**src/design/cpu_pkg.sv**
```systemverilog
// cpu front-end package: word types, opcode and ALU enums, cache geometry, control word, Wishbone structs
`default_nettype none

package cpu_pkg;

	typedef logic [15:0] word_t;	// instruction or data word
	typedef logic [15:0] addr_t;	// word address

	// opcode sits in the top four bits of every instruction
	typedef enum logic [3:0] {
		ADD  = 4'd0,
		SUB  = 4'd1,
		NAND = 4'd2,
		XOR  = 4'd3,
		INC  = 4'd4,
		SRA  = 4'd5,
		SRL  = 4'd6,
		SLL  = 4'd7,
		LW   = 4'd8,
		SW   = 4'd9,
		LHB  = 4'd10,
		LLB  = 4'd11,
		B    = 4'd12,
		CALL = 4'd13,
		RET  = 4'd14,
		HLT  = 4'd15
	} opcode_e;

	typedef enum logic [2:0] {
		ALU_ADD  = 3'd0,
		ALU_SUB  = 3'd1,
		ALU_NAND = 3'd2,
		ALU_XOR  = 3'd3,
		ALU_INC  = 3'd4,
		ALU_SRA  = 3'd5,
		ALU_SRL  = 3'd6,
		ALU_SLL  = 3'd7
	} alu_op_e;	// same code as the low opcode bits

	// decoded control word handed to execute
	typedef struct packed {
		logic    data_reg;	// read_data_1 from the data segment register
		logic    stack_reg;	// read_data_1 from the stack pointer
		logic    call;
		logic    rtrn;
		logic    branch;
		logic    mem_to_reg;	// load result goes to the register file
		alu_op_e alu_op;
		logic    alu_src;	// immediate as second operand
		logic    sign_ext_sel;
		logic    reg_rt_src;	// read_reg_2 from rt field
		logic    reg_write;
		logic    mem_write;
		logic    mem_read;
		logic    load_half;
		logic    half_spec;	// 0 for LHB, 1 for LLB
		logic    halt;
	} ctrl_t;

	// direct-mapped instruction cache geometry
	localparam int LINE_WORDS = 4;
	localparam int OFFSET_W   = 2;
	localparam int LINES      = 16;
	localparam int INDEX_W    = 4;
	localparam int TAG_W      = 10;

	typedef struct packed {
		logic             valid;
		logic [TAG_W-1:0] tag;
	} tag_entry_t;

	typedef word_t [LINE_WORDS-1:0] line_t;

	// Wishbone classic master request, read only
	typedef struct packed {
		logic  cyc;
		logic  stb;
		logic  we;
		addr_t adr;
	} wb_req_t;

	typedef struct packed {
		logic  ack;
		word_t dat;
	} wb_rsp_t;

	typedef struct packed {
		logic  valid;
		addr_t pc;
		ctrl_t ctrl;
	} fetch_out_t;

endpackage

`default_nettype wire

```
**src/design/control_logic.sv**
```systemverilog
// opcode decoder producing the control word
`default_nettype none

module control_logic (
	input  cpu_pkg::opcode_e opcode,
	output cpu_pkg::ctrl_t   ctrl
);

	always_comb begin
		ctrl = '0;	// unlisted fields stay inactive
		case (opcode)
			cpu_pkg::ADD,
			cpu_pkg::SUB,
			cpu_pkg::NAND,
			cpu_pkg::XOR,
			cpu_pkg::SRA,
			cpu_pkg::SRL,
			cpu_pkg::SLL: begin
				ctrl.reg_write = 1'b1;
				ctrl.alu_op    = cpu_pkg::alu_op_e'(opcode[2:0]);
			end
			cpu_pkg::INC: begin
				ctrl.reg_write = 1'b1;
				ctrl.alu_op    = cpu_pkg::alu_op_e'(opcode[2:0]);
				ctrl.alu_src   = 1'b1;	// increment by immediate
			end
			cpu_pkg::LW: begin
				ctrl.data_reg     = 1'b1;
				ctrl.mem_to_reg   = 1'b1;
				ctrl.alu_op       = cpu_pkg::ALU_ADD;	// base plus offset
				ctrl.alu_src      = 1'b1;
				ctrl.sign_ext_sel = 1'b1;
				ctrl.reg_write    = 1'b1;
				ctrl.mem_read     = 1'b1;
			end
			cpu_pkg::SW: begin
				ctrl.data_reg     = 1'b1;
				ctrl.alu_op       = cpu_pkg::ALU_ADD;
				ctrl.alu_src      = 1'b1;
				ctrl.sign_ext_sel = 1'b1;
				ctrl.reg_rt_src   = 1'b1;	// store data comes from rt
				ctrl.mem_write    = 1'b1;
			end
			cpu_pkg::LHB: begin
				ctrl.reg_rt_src = 1'b1;
				ctrl.reg_write  = 1'b1;
				ctrl.load_half  = 1'b1;
			end
			cpu_pkg::LLB: begin
				ctrl.reg_rt_src = 1'b1;
				ctrl.reg_write  = 1'b1;
				ctrl.load_half  = 1'b1;
				ctrl.half_spec  = 1'b1;	// low byte
			end
			cpu_pkg::B: begin
				ctrl.branch       = 1'b1;
				ctrl.sign_ext_sel = 1'b1;
				ctrl.alu_op       = cpu_pkg::ALU_ADD;	// target offset add
			end
			cpu_pkg::CALL: begin
				ctrl.stack_reg = 1'b1;
				ctrl.call      = 1'b1;
				ctrl.alu_op    = cpu_pkg::ALU_ADD;
				ctrl.reg_write = 1'b1;	// stack pointer update
				ctrl.mem_write = 1'b1;	// push return address
			end
			cpu_pkg::RET: begin
				ctrl.stack_reg = 1'b1;
				ctrl.rtrn      = 1'b1;
				ctrl.alu_op    = cpu_pkg::ALU_ADD;
				ctrl.reg_write = 1'b1;
				ctrl.mem_read  = 1'b1;	// pop return address
			end
			cpu_pkg::HLT: begin
				ctrl.halt = 1'b1;
			end
			default: begin
				ctrl = '0;
			end
		endcase
	end

endmodule

`default_nettype wire

```
**src/design/cache_ram.sv**
```systemverilog
// synchronous single-port storage with registered write-first read and a type-parameterized entry
`default_nettype none

module cache_ram #(
	parameter type entry_t = cpu_pkg::word_t
) (
	input  logic                        clk,
	input  logic [cpu_pkg::INDEX_W-1:0] addr,
	input  logic                        we,
	input  entry_t                      wdata,
	output entry_t                      rdata
);

	entry_t mem [cpu_pkg::LINES];	// one entry per cache line

	always_ff @(posedge clk) begin
		if (we) begin
			mem[addr] <= wdata;
			rdata     <= wdata;	// written entry is visible on the next cycle
		end else begin
			rdata <= mem[addr];
		end
	end

endmodule

`default_nettype wire

```
**src/design/icache_ctrl.sv**
```systemverilog
// instruction cache controller: tag compare, hit/miss FSM, Wishbone refill master
`default_nettype none

module icache_ctrl (
	input  logic                        clk,
	input  logic                        rst_n,
	input  logic                        req_valid,
	input  cpu_pkg::addr_t              req_addr,
	output logic                        rsp_valid,
	output cpu_pkg::word_t              rsp_word,
	output logic [cpu_pkg::INDEX_W-1:0] tag_addr,
	output logic                        tag_we,
	output cpu_pkg::tag_entry_t         tag_wdata,
	input  cpu_pkg::tag_entry_t         tag_rdata,
	output logic [cpu_pkg::INDEX_W-1:0] line_addr,
	output logic                        line_we,
	output cpu_pkg::line_t              line_wdata,
	input  cpu_pkg::line_t              line_rdata,
	output cpu_pkg::wb_req_t            wb_req,
	input  cpu_pkg::wb_rsp_t            wb_rsp
);

	typedef enum logic [1:0] {
		CLEAR,
		IDLE,
		COMPARE_TAG,
		ALLOCATE
	} state_e;

	state_e                       state;
	cpu_pkg::addr_t               req_q;	// address being served
	logic [cpu_pkg::INDEX_W-1:0]  clr_idx;	// tag sweep after reset
	logic [cpu_pkg::OFFSET_W-1:0] word_cnt;	// next word of the refill
	cpu_pkg::line_t               line_buf;
	logic                         cyc;
	logic [cpu_pkg::INDEX_W-1:0]  idx;
	logic                         hit;
	logic                         ack;
	logic                         last_ack;

	assign hit      = tag_rdata.valid && (tag_rdata.tag == req_q[15 -: cpu_pkg::TAG_W]);
	assign ack      = cyc && wb_rsp.ack;
	assign last_ack = ack && (int'(word_cnt) == cpu_pkg::LINE_WORDS - 1);

	// both stores share the line index
	always_comb begin
		case (state)
			CLEAR:   idx = clr_idx;
			IDLE:    idx = req_addr[cpu_pkg::OFFSET_W +: cpu_pkg::INDEX_W];	// read ahead
			default: idx = req_q[cpu_pkg::OFFSET_W +: cpu_pkg::INDEX_W];
		endcase
	end

	assign tag_addr  = idx;
	assign line_addr = idx;
	assign tag_we    = (state == CLEAR) || last_ack;
	assign line_we   = last_ack;

	always_comb begin
		tag_wdata = '0;	// invalid entry while sweeping
		if (state != CLEAR) begin
			tag_wdata.valid = 1'b1;
			tag_wdata.tag   = req_q[15 -: cpu_pkg::TAG_W];
		end
		line_wdata           = line_buf;
		line_wdata[word_cnt] = wb_rsp.dat;	// last word straight from the bus
	end

	assign wb_req.cyc = cyc;
	assign wb_req.stb = cyc;
	assign wb_req.we  = 1'b0;
	assign wb_req.adr = {req_q[15:cpu_pkg::OFFSET_W], word_cnt};

	always_ff @(posedge clk or negedge rst_n) begin
		if (!rst_n) begin
			state     <= CLEAR;
			clr_idx   <= '0;
			word_cnt  <= '0;
			cyc       <= 1'b0;
			rsp_valid <= 1'b0;
		end else begin
			rsp_valid <= 1'b0;
			case (state)
				CLEAR: begin
					clr_idx <= clr_idx + 1'b1;
					if (int'(clr_idx) == cpu_pkg::LINES - 1)
						state <= IDLE;
				end
				IDLE: begin
					if (req_valid)
						state <= COMPARE_TAG;
				end
				COMPARE_TAG: begin
					if (hit) begin
						rsp_valid <= 1'b1;
						state     <= IDLE;
					end else begin
						word_cnt <= '0;
						state    <= ALLOCATE;
					end
				end
				ALLOCATE: begin
					if (!cyc) begin
						cyc <= 1'b1;	// one idle cycle between reads
					end else if (wb_rsp.ack) begin
						cyc      <= 1'b0;
						word_cnt <= word_cnt + 1'b1;
						if (last_ack)
							state <= COMPARE_TAG;	// line written, compare again
					end
				end
				default: state <= IDLE;
			endcase
		end
	end

	always_ff @(posedge clk) begin
		if (state == IDLE && req_valid)
			req_q <= req_addr;
		if (ack)
			line_buf[word_cnt] <= wb_rsp.dat;
		if (state == COMPARE_TAG)
			rsp_word <= line_rdata[req_q[cpu_pkg::OFFSET_W-1:0]];
	end

endmodule

`default_nettype wire

```
**src/design/fetch_unit.sv**
```systemverilog
// fetch unit: program counter, redirect, halt latch and output register toward execute
`default_nettype none

module fetch_unit (
	input  logic                clk,
	input  logic                rst_n,
	input  logic                redirect_valid,
	input  cpu_pkg::addr_t      redirect_pc,
	input  logic                stall,
	output logic                req_valid,
	output cpu_pkg::addr_t      req_addr,
	input  logic                rsp_valid,
	input  cpu_pkg::ctrl_t      ctrl,
	output cpu_pkg::fetch_out_t fetch_out
);

	cpu_pkg::addr_t      pc;
	logic                outstanding;	// request sent, response not yet back
	logic                drop;	// returning word is from before a redirect
	logic                halted;
	logic                take;
	cpu_pkg::fetch_out_t rsp_entry;
	cpu_pkg::fetch_out_t held;	// response that came in during stall

	assign req_addr  = pc;
	assign req_valid = !halted && !stall && !rsp_valid && !redirect_valid;
	assign take      = rsp_valid && !drop && !redirect_valid;

	always_comb begin
		rsp_entry.valid = take;
		rsp_entry.pc    = pc;
		rsp_entry.ctrl  = ctrl;
	end

	always_ff @(posedge clk or negedge rst_n) begin
		if (!rst_n) begin
			pc          <= '0;
			outstanding <= 1'b0;
			drop        <= 1'b0;
			halted      <= 1'b0;
			fetch_out   <= '0;
			held        <= '0;
		end else begin
			if (rsp_valid)
				outstanding <= 1'b0;
			else if (req_valid)
				outstanding <= 1'b1;

			if (redirect_valid) begin
				pc              <= redirect_pc;
				halted          <= 1'b0;
				drop            <= outstanding && !rsp_valid;
				fetch_out.valid <= 1'b0;
				held.valid      <= 1'b0;
			end else begin
				if (rsp_valid)
					drop <= 1'b0;
				if (take) begin
					pc <= pc + 1'b1;
					if (ctrl.halt)
						halted <= 1'b1;
				end
				if (!stall) begin
					if (held.valid) begin
						fetch_out  <= held;
						held.valid <= 1'b0;
					end else begin
						fetch_out <= rsp_entry;
					end
				end else if (take) begin
					held <= rsp_entry;	// fetch_out holds, park the word
				end
			end
		end
	end

endmodule

`default_nettype wire

```
**src/design/fetch_decode_top.sv**
```systemverilog
// top level: fetch unit, instruction cache controller, tag and line stores, decoder
`default_nettype none

module fetch_decode_top (
	input  logic                clk,
	input  logic                rst_n,
	input  logic                redirect_valid,
	input  cpu_pkg::addr_t      redirect_pc,
	input  logic                stall,
	output cpu_pkg::fetch_out_t fetch_out,
	output cpu_pkg::wb_req_t    wb_req,
	input  cpu_pkg::wb_rsp_t    wb_rsp
);

	logic                        req_valid;
	cpu_pkg::addr_t              req_addr;
	logic                        rsp_valid;
	cpu_pkg::word_t              rsp_word;
	cpu_pkg::ctrl_t              ctrl;
	logic [cpu_pkg::INDEX_W-1:0] tag_addr;
	logic                        tag_we;
	cpu_pkg::tag_entry_t         tag_wdata;
	cpu_pkg::tag_entry_t         tag_rdata;
	logic [cpu_pkg::INDEX_W-1:0] line_addr;
	logic                        line_we;
	cpu_pkg::line_t              line_wdata;
	cpu_pkg::line_t              line_rdata;

	fetch_unit u_fetch (
		.clk            (clk),
		.rst_n          (rst_n),
		.redirect_valid (redirect_valid),
		.redirect_pc    (redirect_pc),
		.stall          (stall),
		.req_valid      (req_valid),
		.req_addr       (req_addr),
		.rsp_valid      (rsp_valid),
		.ctrl           (ctrl),
		.fetch_out      (fetch_out)
	);

	icache_ctrl u_icache (
		.clk        (clk),
		.rst_n      (rst_n),
		.req_valid  (req_valid),
		.req_addr   (req_addr),
		.rsp_valid  (rsp_valid),
		.rsp_word   (rsp_word),
		.tag_addr   (tag_addr),
		.tag_we     (tag_we),
		.tag_wdata  (tag_wdata),
		.tag_rdata  (tag_rdata),
		.line_addr  (line_addr),
		.line_we    (line_we),
		.line_wdata (line_wdata),
		.line_rdata (line_rdata),
		.wb_req     (wb_req),
		.wb_rsp     (wb_rsp)
	);

	cache_ram #(.entry_t(cpu_pkg::tag_entry_t)) u_tag_ram (
		.clk   (clk),
		.addr  (tag_addr),
		.we    (tag_we),
		.wdata (tag_wdata),
		.rdata (tag_rdata)
	);

	cache_ram #(.entry_t(cpu_pkg::line_t)) u_line_ram (
		.clk   (clk),
		.addr  (line_addr),
		.we    (line_we),
		.wdata (line_wdata),
		.rdata (line_rdata)
	);

	// opcode is the top nibble of the returned word
	control_logic u_decode (
		.opcode (cpu_pkg::opcode_e'(rsp_word[15:12])),
		.ctrl   (ctrl)
	);

endmodule

`default_nettype wire

```
**config.mk**
```make
export PLATFORM = sky130hd
export DESIGN_NAME = fetch_decode_top
export DESIGN_NICKNAME = d
export VERILOG_FILES = /design/src/design/cpu_pkg.sv /design/src/design/control_logic.sv /design/src/design/cache_ram.sv /design/src/design/icache_ctrl.sv /design/src/design/fetch_unit.sv /design/src/design/fetch_decode_top.sv
export SDC_FILE = /design/constraint.sdc
export NUM_CORES = 1
export LEC_CHECK = 0
export BUFFER_PORTS_ARGS = -buffer_cell sky130_fd_sc_hd__buf_4
export CAP_MARGIN = 20
export CELL_PAD_IN_SITES_DETAIL_PLACEMENT = 0
export CELL_PAD_IN_SITES_GLOBAL_PLACEMENT = 1
export CORE_UTILIZATION = 52
export DETAILED_ROUTE_END_ITERATION = 8
export GPL_TIMING_DRIVEN = 0
export PLACE_DENSITY_LB_ADDON = 0.1
export SYNTH_ARGS = -nofsm -noshare
export SYNTH_HDL_FRONTEND = slang
export SYNTH_SLANG_ARGS = --single-unit
```
**constraint.sdc**
```tcl
create_clock -name clk -period 3.37 [get_ports clk]
set_clock_uncertainty 0.05 [all_clocks]
set_input_delay 0.337 -clock clk [delete_from_list [all_inputs] [get_ports clk]]
set_output_delay 0.337 -clock clk [all_outputs]
set_load 0.03 [all_outputs]
```
; Word-level counts from Yosys, hierarchy flattened
; Memory sizes are Yosys's and may differ from the RTL's. A register that Yosys moved wholly into a read port is not among the register bits.
; Cells that the tools add are included.
[op_classes]
n_addsub = 3
order_cmp = 3
eq_ne = 29
muxes = 57
bitwise = 2
n_reduce_logical = 40
[ops]
columns = cell, count
row1 = $mux W35, 3
row2 = $bwmux W64, 1
row3 = $mux W16, 4
row4 = $mux W1, 33
row5 = $bmux W16 S2, 1
row6 = $demux W16 S2, 1
row7 = $eq A4 B4 Y1 const B, 8
row8 = $mux W2, 9
row9 = $add A16 B1 Y16 const B, 1
row10 = $eq A4 B3 Y1 const B, 4
row11 = $reduce_or A13 Y1, 1
row12 = $reduce_bool A2 Y1, 6
row13 = $logic_and A1 B1 Y1, 11
row14 = $mux W11, 1
row15 = $eq A10 B10 Y1, 1
row16 = $reduce_or A2 Y1, 5
row17 = $reduce_or A3 Y1, 3
row18 = $eq A4 B1 Y1 const B, 2
row19 = $eq A4 B2 Y1 const B, 2
row20 = $ne A2 B2 Y1 const B, 4
row21 = $pmux W2 S4, 1
row22 = $pmux W4 S2, 1
row23 = $reduce_or A8 Y1, 1
row24 = $lt A2 B3 Y1 const B, 2
row25 = 18 further kinds, 28
[totals]
regBits = 195
ram_bits = 1200
in_bits = 37
output_inout_bits = 54
wordCells = 187
n_memories = 2
[mem_list]
columns = name, words, word_bits, read_ports, rd_ports_with_merged_regs, write_ports, line_no
row1 = u_line_ram.mem, 16, 64, 1, 1, 1, cache_ram.sv:14  ; entry_t mem [cpu_pkg::LINES];
row2 = u_tag_ram.mem, 16, 11, 1, 1, 1, cache_ram.sv:14

; Longest topological paths before layout
[logic_depth]
depth_word = 6
mapped_depth = 10
mapped_depth_nobuf = 7

; By module
; A second synthesis with hierarchy kept.
[unflattened]
cells_unflattened = 2559
hier_area_um2 = 54612.4
[by_module_without_submodules]
columns = mod, n_inst, cells_each, area_per_inst_um2, seq_area_each_um2
row1 = cache_ram at u_line_ram, 1, 1587, 38380.6, 30829.6
row2 = cache_ram at u_tag_ram, 1, 298, 6857.8, 5365.1
row3 = icache_ctrl, 1, 300, 5044.8, 3133.0
row4 = fetch_unit, 1, 341, 4142.7, 2227.1
row5 = control_logic, 1, 33, 186.4, 0.0

; Least setup slack after synthesis
; OpenSTA, ideal clock, no wires.
[synth_timing]
path_kind = register -> register
from = register (tool-made name)
to = register u_icache.rsp_word[12], data pin
setup_ns = 0.272
arrival_time_ns = 2.503
required_ns = 3.048
slack_ns = 0.545
stages_incl_launch_ff = 7
n_path_buf = 3
period_less_slack_ns = 2.825
path_cell_list = dfxtp_1 > buf_2 > buf_2 > buf_1 > mux4_2 > mux4_2 > mux4_2
[synth_rtl]
columns = item, line_no
row1 = end signal: assignment, icache_ctrl.sv:123  ; rsp_word <= line_rdata[req_q[cpu_pkg::OFFSET_W-1:0]];
row2 = end: declaration, icache_ctrl.sv:10  ; output cpu_pkg::word_t rsp_word,

==> results.sh <==
export IMPL_status="completed"
export IMPL_min_path_cells=3
export IMPL_period_minus_slack_ps=3240
export IMPL_yosys_top_cells_count="edfxtp_1 (468), mux4_2 (131), nand2_1 (103), dfrtp_1 (99), o21ai_0 (71)"
export IMPL_clkLatencyLatePin_ps=620
export IMPL_clkSinkCount=571
export IMPL_first_pass_iters=5
export IMPL_drcViolationCount=0
export IMPL_synth_fp_nets=1325
export IMPL_drt_iter0_drc=1295
export IMPL_total_power_mw=15.8
export IMPL_initial_utilization_pct=53.1
export IMPL_nNetsFinal=1508
export IMPL_cp_data_required_time_ps=3650
export IMPL_clock_path_buffers=3
export IMPL_drive_gt1_share_pct=29.1
export IMPL_cts_reportedPaths_clkPinSlew_ps=60
export IMPL_setup_slack_ps=127
export IMPL_synth_most_common_cell="edfxtp_1"
export IMPL_rsz0062_at_grt="false"
export IMPL_grt_use_total_pct=24.2
export IMPL_antenna_found_initial=0
export IMPL_setup_violations=0
export IMPL_placementRows=76
export IMPL_grt_pass1_wl_mm=78.2
export IMPL_max_vdd_ir_drop_mv=0.522
export IMPL_finalWeightedCongestion=0.827
export IMPL_worst_hold_slack_ps=250
export IMPL_die_y_um=212
export IMPL_cts_max_level=2
export IMPL_cts_buffers=58
export IMPL_finalHoldViolations=0
export IMPL_leakage_nw=9.33
export IMPL_hold_class="input port to flop"
export IMPL_yosys_top_cells_area="edfxtp_1 (61%), mux4_2 (13%), dfrtp_1 (11%)"
export IMPL_synth_cell_type_count=50
export IMPL_dieWidth_um=212
export IMPL_met3_usage_pct=4.17
export IMPL_die_area_um2=45100
export IMPL_top_usage_layer="met2"
export IMPL_core_area_um2=43400
export IMPL_wl_mm=52.7
export IMPL_ys_async_sr_fraction_pct=17.3
export IMPL_hpwl_mm=35.5
export IMPL_synth_area_leader_cell="edfxtp_1"
export IMPL_routed_via_density=5.82
export IMPL_route_detailed_wl_per_inst_um=25.1
export IMPL_yosys_most_used_dff="edfxtp_1"
export IMPL_synth_edf_count=468
export IMPL_synth_top_cell_area_share_pct=61.0
export IMPL_root_buffer="clkbuf_16"
export IMPL_postCtsSetupBuffers=0
export IMPL_finalCritPeriodShare_pct=96.2
export IMPL_max_cap_viol_count=0
export IMPL_synthXorXnorAreaFrac_pct=1.25
export IMPL_grt_pass1_vias=12100
export IMPL_avgSynthCellArea_um2=18.0
export IMPL_final_setup_tns_ps=0
export IMPL_path_max_fanout=10
export IMPL_synth_mux_area_share_pct=16.7
export IMPL_synthAdderAreaFrac_pct=0.326
export IMPL_met2_usage_pct=37.7
export IMPL_critPathKind="flop to flop"
export IMPL_portBuffers=77
export IMPL_area_delta_synth_final_pct=16.7
export IMPL_arrival_ps=3530
export IMPL_syn_inst=1282
export IMPL_max_freq_mhz=308
export IMPL_yosys_warnings=0
export IMPL_antennaDiodeCount=0
export IMPL_ys_seq_area_share_pct=72.1
export IMPL_cts_tree="built"
export IMPL_cp_start_kind="flop"
export IMPL_ant_nets=0
export IMPL_synth_ff_latch_count=571
export IMPL_hp_start="redirect_valid"
export IMPL_drv_slew=0
export IMPL_p_per_area_nw_per_um2=588
export IMPL_dp_slack_ps=-392
export IMPL_synth_top_family_by_area="multiplexers"
export IMPL_use_met1_pct=35.9
export IMPL_reg2reg_depth=6
export IMPL_grt_max_degree=51
export IMPL_syn_area_um2=23000
export IMPL_relSlewSlack_pct=25.7
export IMPL_ios=91
export IMPL_worst_slew_pin_slew_ps=1110
export IMPL_num_vias=12200
export IMPL_synth_compound_area_share_pct=2.85
export IMPL_yosys_area_share_simple_pct=4.66
export IMPL_grt_overflow_total=0
export IMPL_cp_end_kind="flop"
[worst max-delay path, stage by stage, from the launching register on]
cell and delay (ps):
dfxtp_1 470, clkbuf_4 320, buf_4 280, buf_2 370, mux4_2 390, mux4_2 560, mux4_2 520
[sequential cells by signal (all words and copies together) (netlist names), 4 cells and up, named ones only]
name / count
u_fetch.fetch_out: 35
u_icache.line_buf: 16
u_line_ram.mem: 256
u_icache.req_q: 16
u_fetch.held: 35
u_icache.rsp_word: 4
u_fetch.req_addr: 16
u_icache.clr_idx: 4
u_tag_ram.mem: 176
[power by group]
group	internal [mW]	switching (mW)	total, mW
Combinational	0.393	0.883	1.28
Sequential	8.25	0.131	8.38
Clock	3.53	2.64	6.16
Total	12.2	3.65	15.8
[path summary, 6_finish.rpt]
path                                                endpoint  slack, ps
min in group asynchronous  u_fetch.fetch_out[13]$_DFFE_PN0P_        260
min reg2reg                  u_fetch.outstanding$_DFFE_PN0P_        410
max reg2reg                  u_icache.rsp_word[14]$_DFFE_PP_        130
max in group asynchronous    u_fetch.req_addr[9]$_DFFE_PN0P_       2330
min                          u_fetch.req_addr[1]$_DFFE_PN0P_        250
max                          u_icache.rsp_word[14]$_DFFE_PP_        130
[cell usage in the layout, fill, tap and decap left out, types with 4 or more instances in the layout]
| master | instances |
|---|---|
| edfxtp_1 | 468 |
| mux4_2 | 131 |
| buf_4 | 106 |
| nand2_1 | 103 |
| dfrtp_1 | 99 |
| o21ai_0 | 71 |
| clkbuf_1 | 59 |
| clkbuf_16 | 58 |
| nor2_1 | 41 |
| mux2i_1 | 41 |
| mux2_2 | 36 |
| nor2_2 | 27 |
| a21oi_1 | 25 |
| xnor2_1 | 19 |
| buf_2 | 18 |
| dlygate4sd3_1 | 18 |
| buf_8 | 15 |
| nor2b_1 | 14 |
| xor2_1 | 14 |
| clkinv_2 | 14 |
| nand3_1 | 11 |
| inv_1 | 9 |
| clkbuf_8 | 9 |
| nand4_1 | 8 |
| ha_1 | 6 |
| clkbuf_4 | 5 |
| and3_1 | 5 |
| nand2b_1 | 5 |
| nand3b_1 | 5 |
| buf_16 | 5 |
| and2_1 | 4 |
| nor4_1 | 4 |
| nor3b_1 | 4 |
| dfxtp_1 | 4 |
[cell families (layout without fill, tap and decap cells)]
family | Yosys count | in the layout
AO/OA/AOI/OAI | 119 | 119
XOR/XNOR | 33 | 33
adder cells (fa/ha/maj) | 6 | 6
buffers and inverters | 101 | 331
flip-flops | 571 | 571
multiplexers | 211 | 211
other | 1 | 1
AND/OR/NAND/NOR | 240 | 240
[final cells by class]
type | count | area [um^2]
Sequential cell | 571 | 16600
Fill cell | 3160 | 16500
Multi-Input combinational cell | 610 | 6010
Clock buffer | 85 | 1640
Timing Repair Buffer | 123 | 1190
Tap cell | 585 | 732
Buffer | 91 | 477
Clock inverter | 22 | 186
Inverter | 10 | 37.5
[timing repair]
item                       CTS  global route
hold buffers                18             0
setup endpoints to repair    4             5
resized for setup           13             5
hold endpoints to repair    67             0
[routing by layer]
metal / vias up / routed length [um]
met5: - / 0
met4: 0 / 1040
met3: 75 / 3220
met2: 389 / 25100
met1: 6391 / 23400
li1: 5355 / -
[through the flow]
step / instances / area [um^2] / utilization (%)
6_report: 2097 / 26900 / 62.0
5_1_grt: 2097 / 26900 / 62.0
4_1_cts: 2094 / 26800 / 61.9
3_5_place_dp: 1969 / 24800 / 57.2
3_3_place_gp: 1944 / 24300 / 56.1
2_1_floorplan: 1282 / 23000 / -
Note: power is estimated with default switching activity, not from simulation.
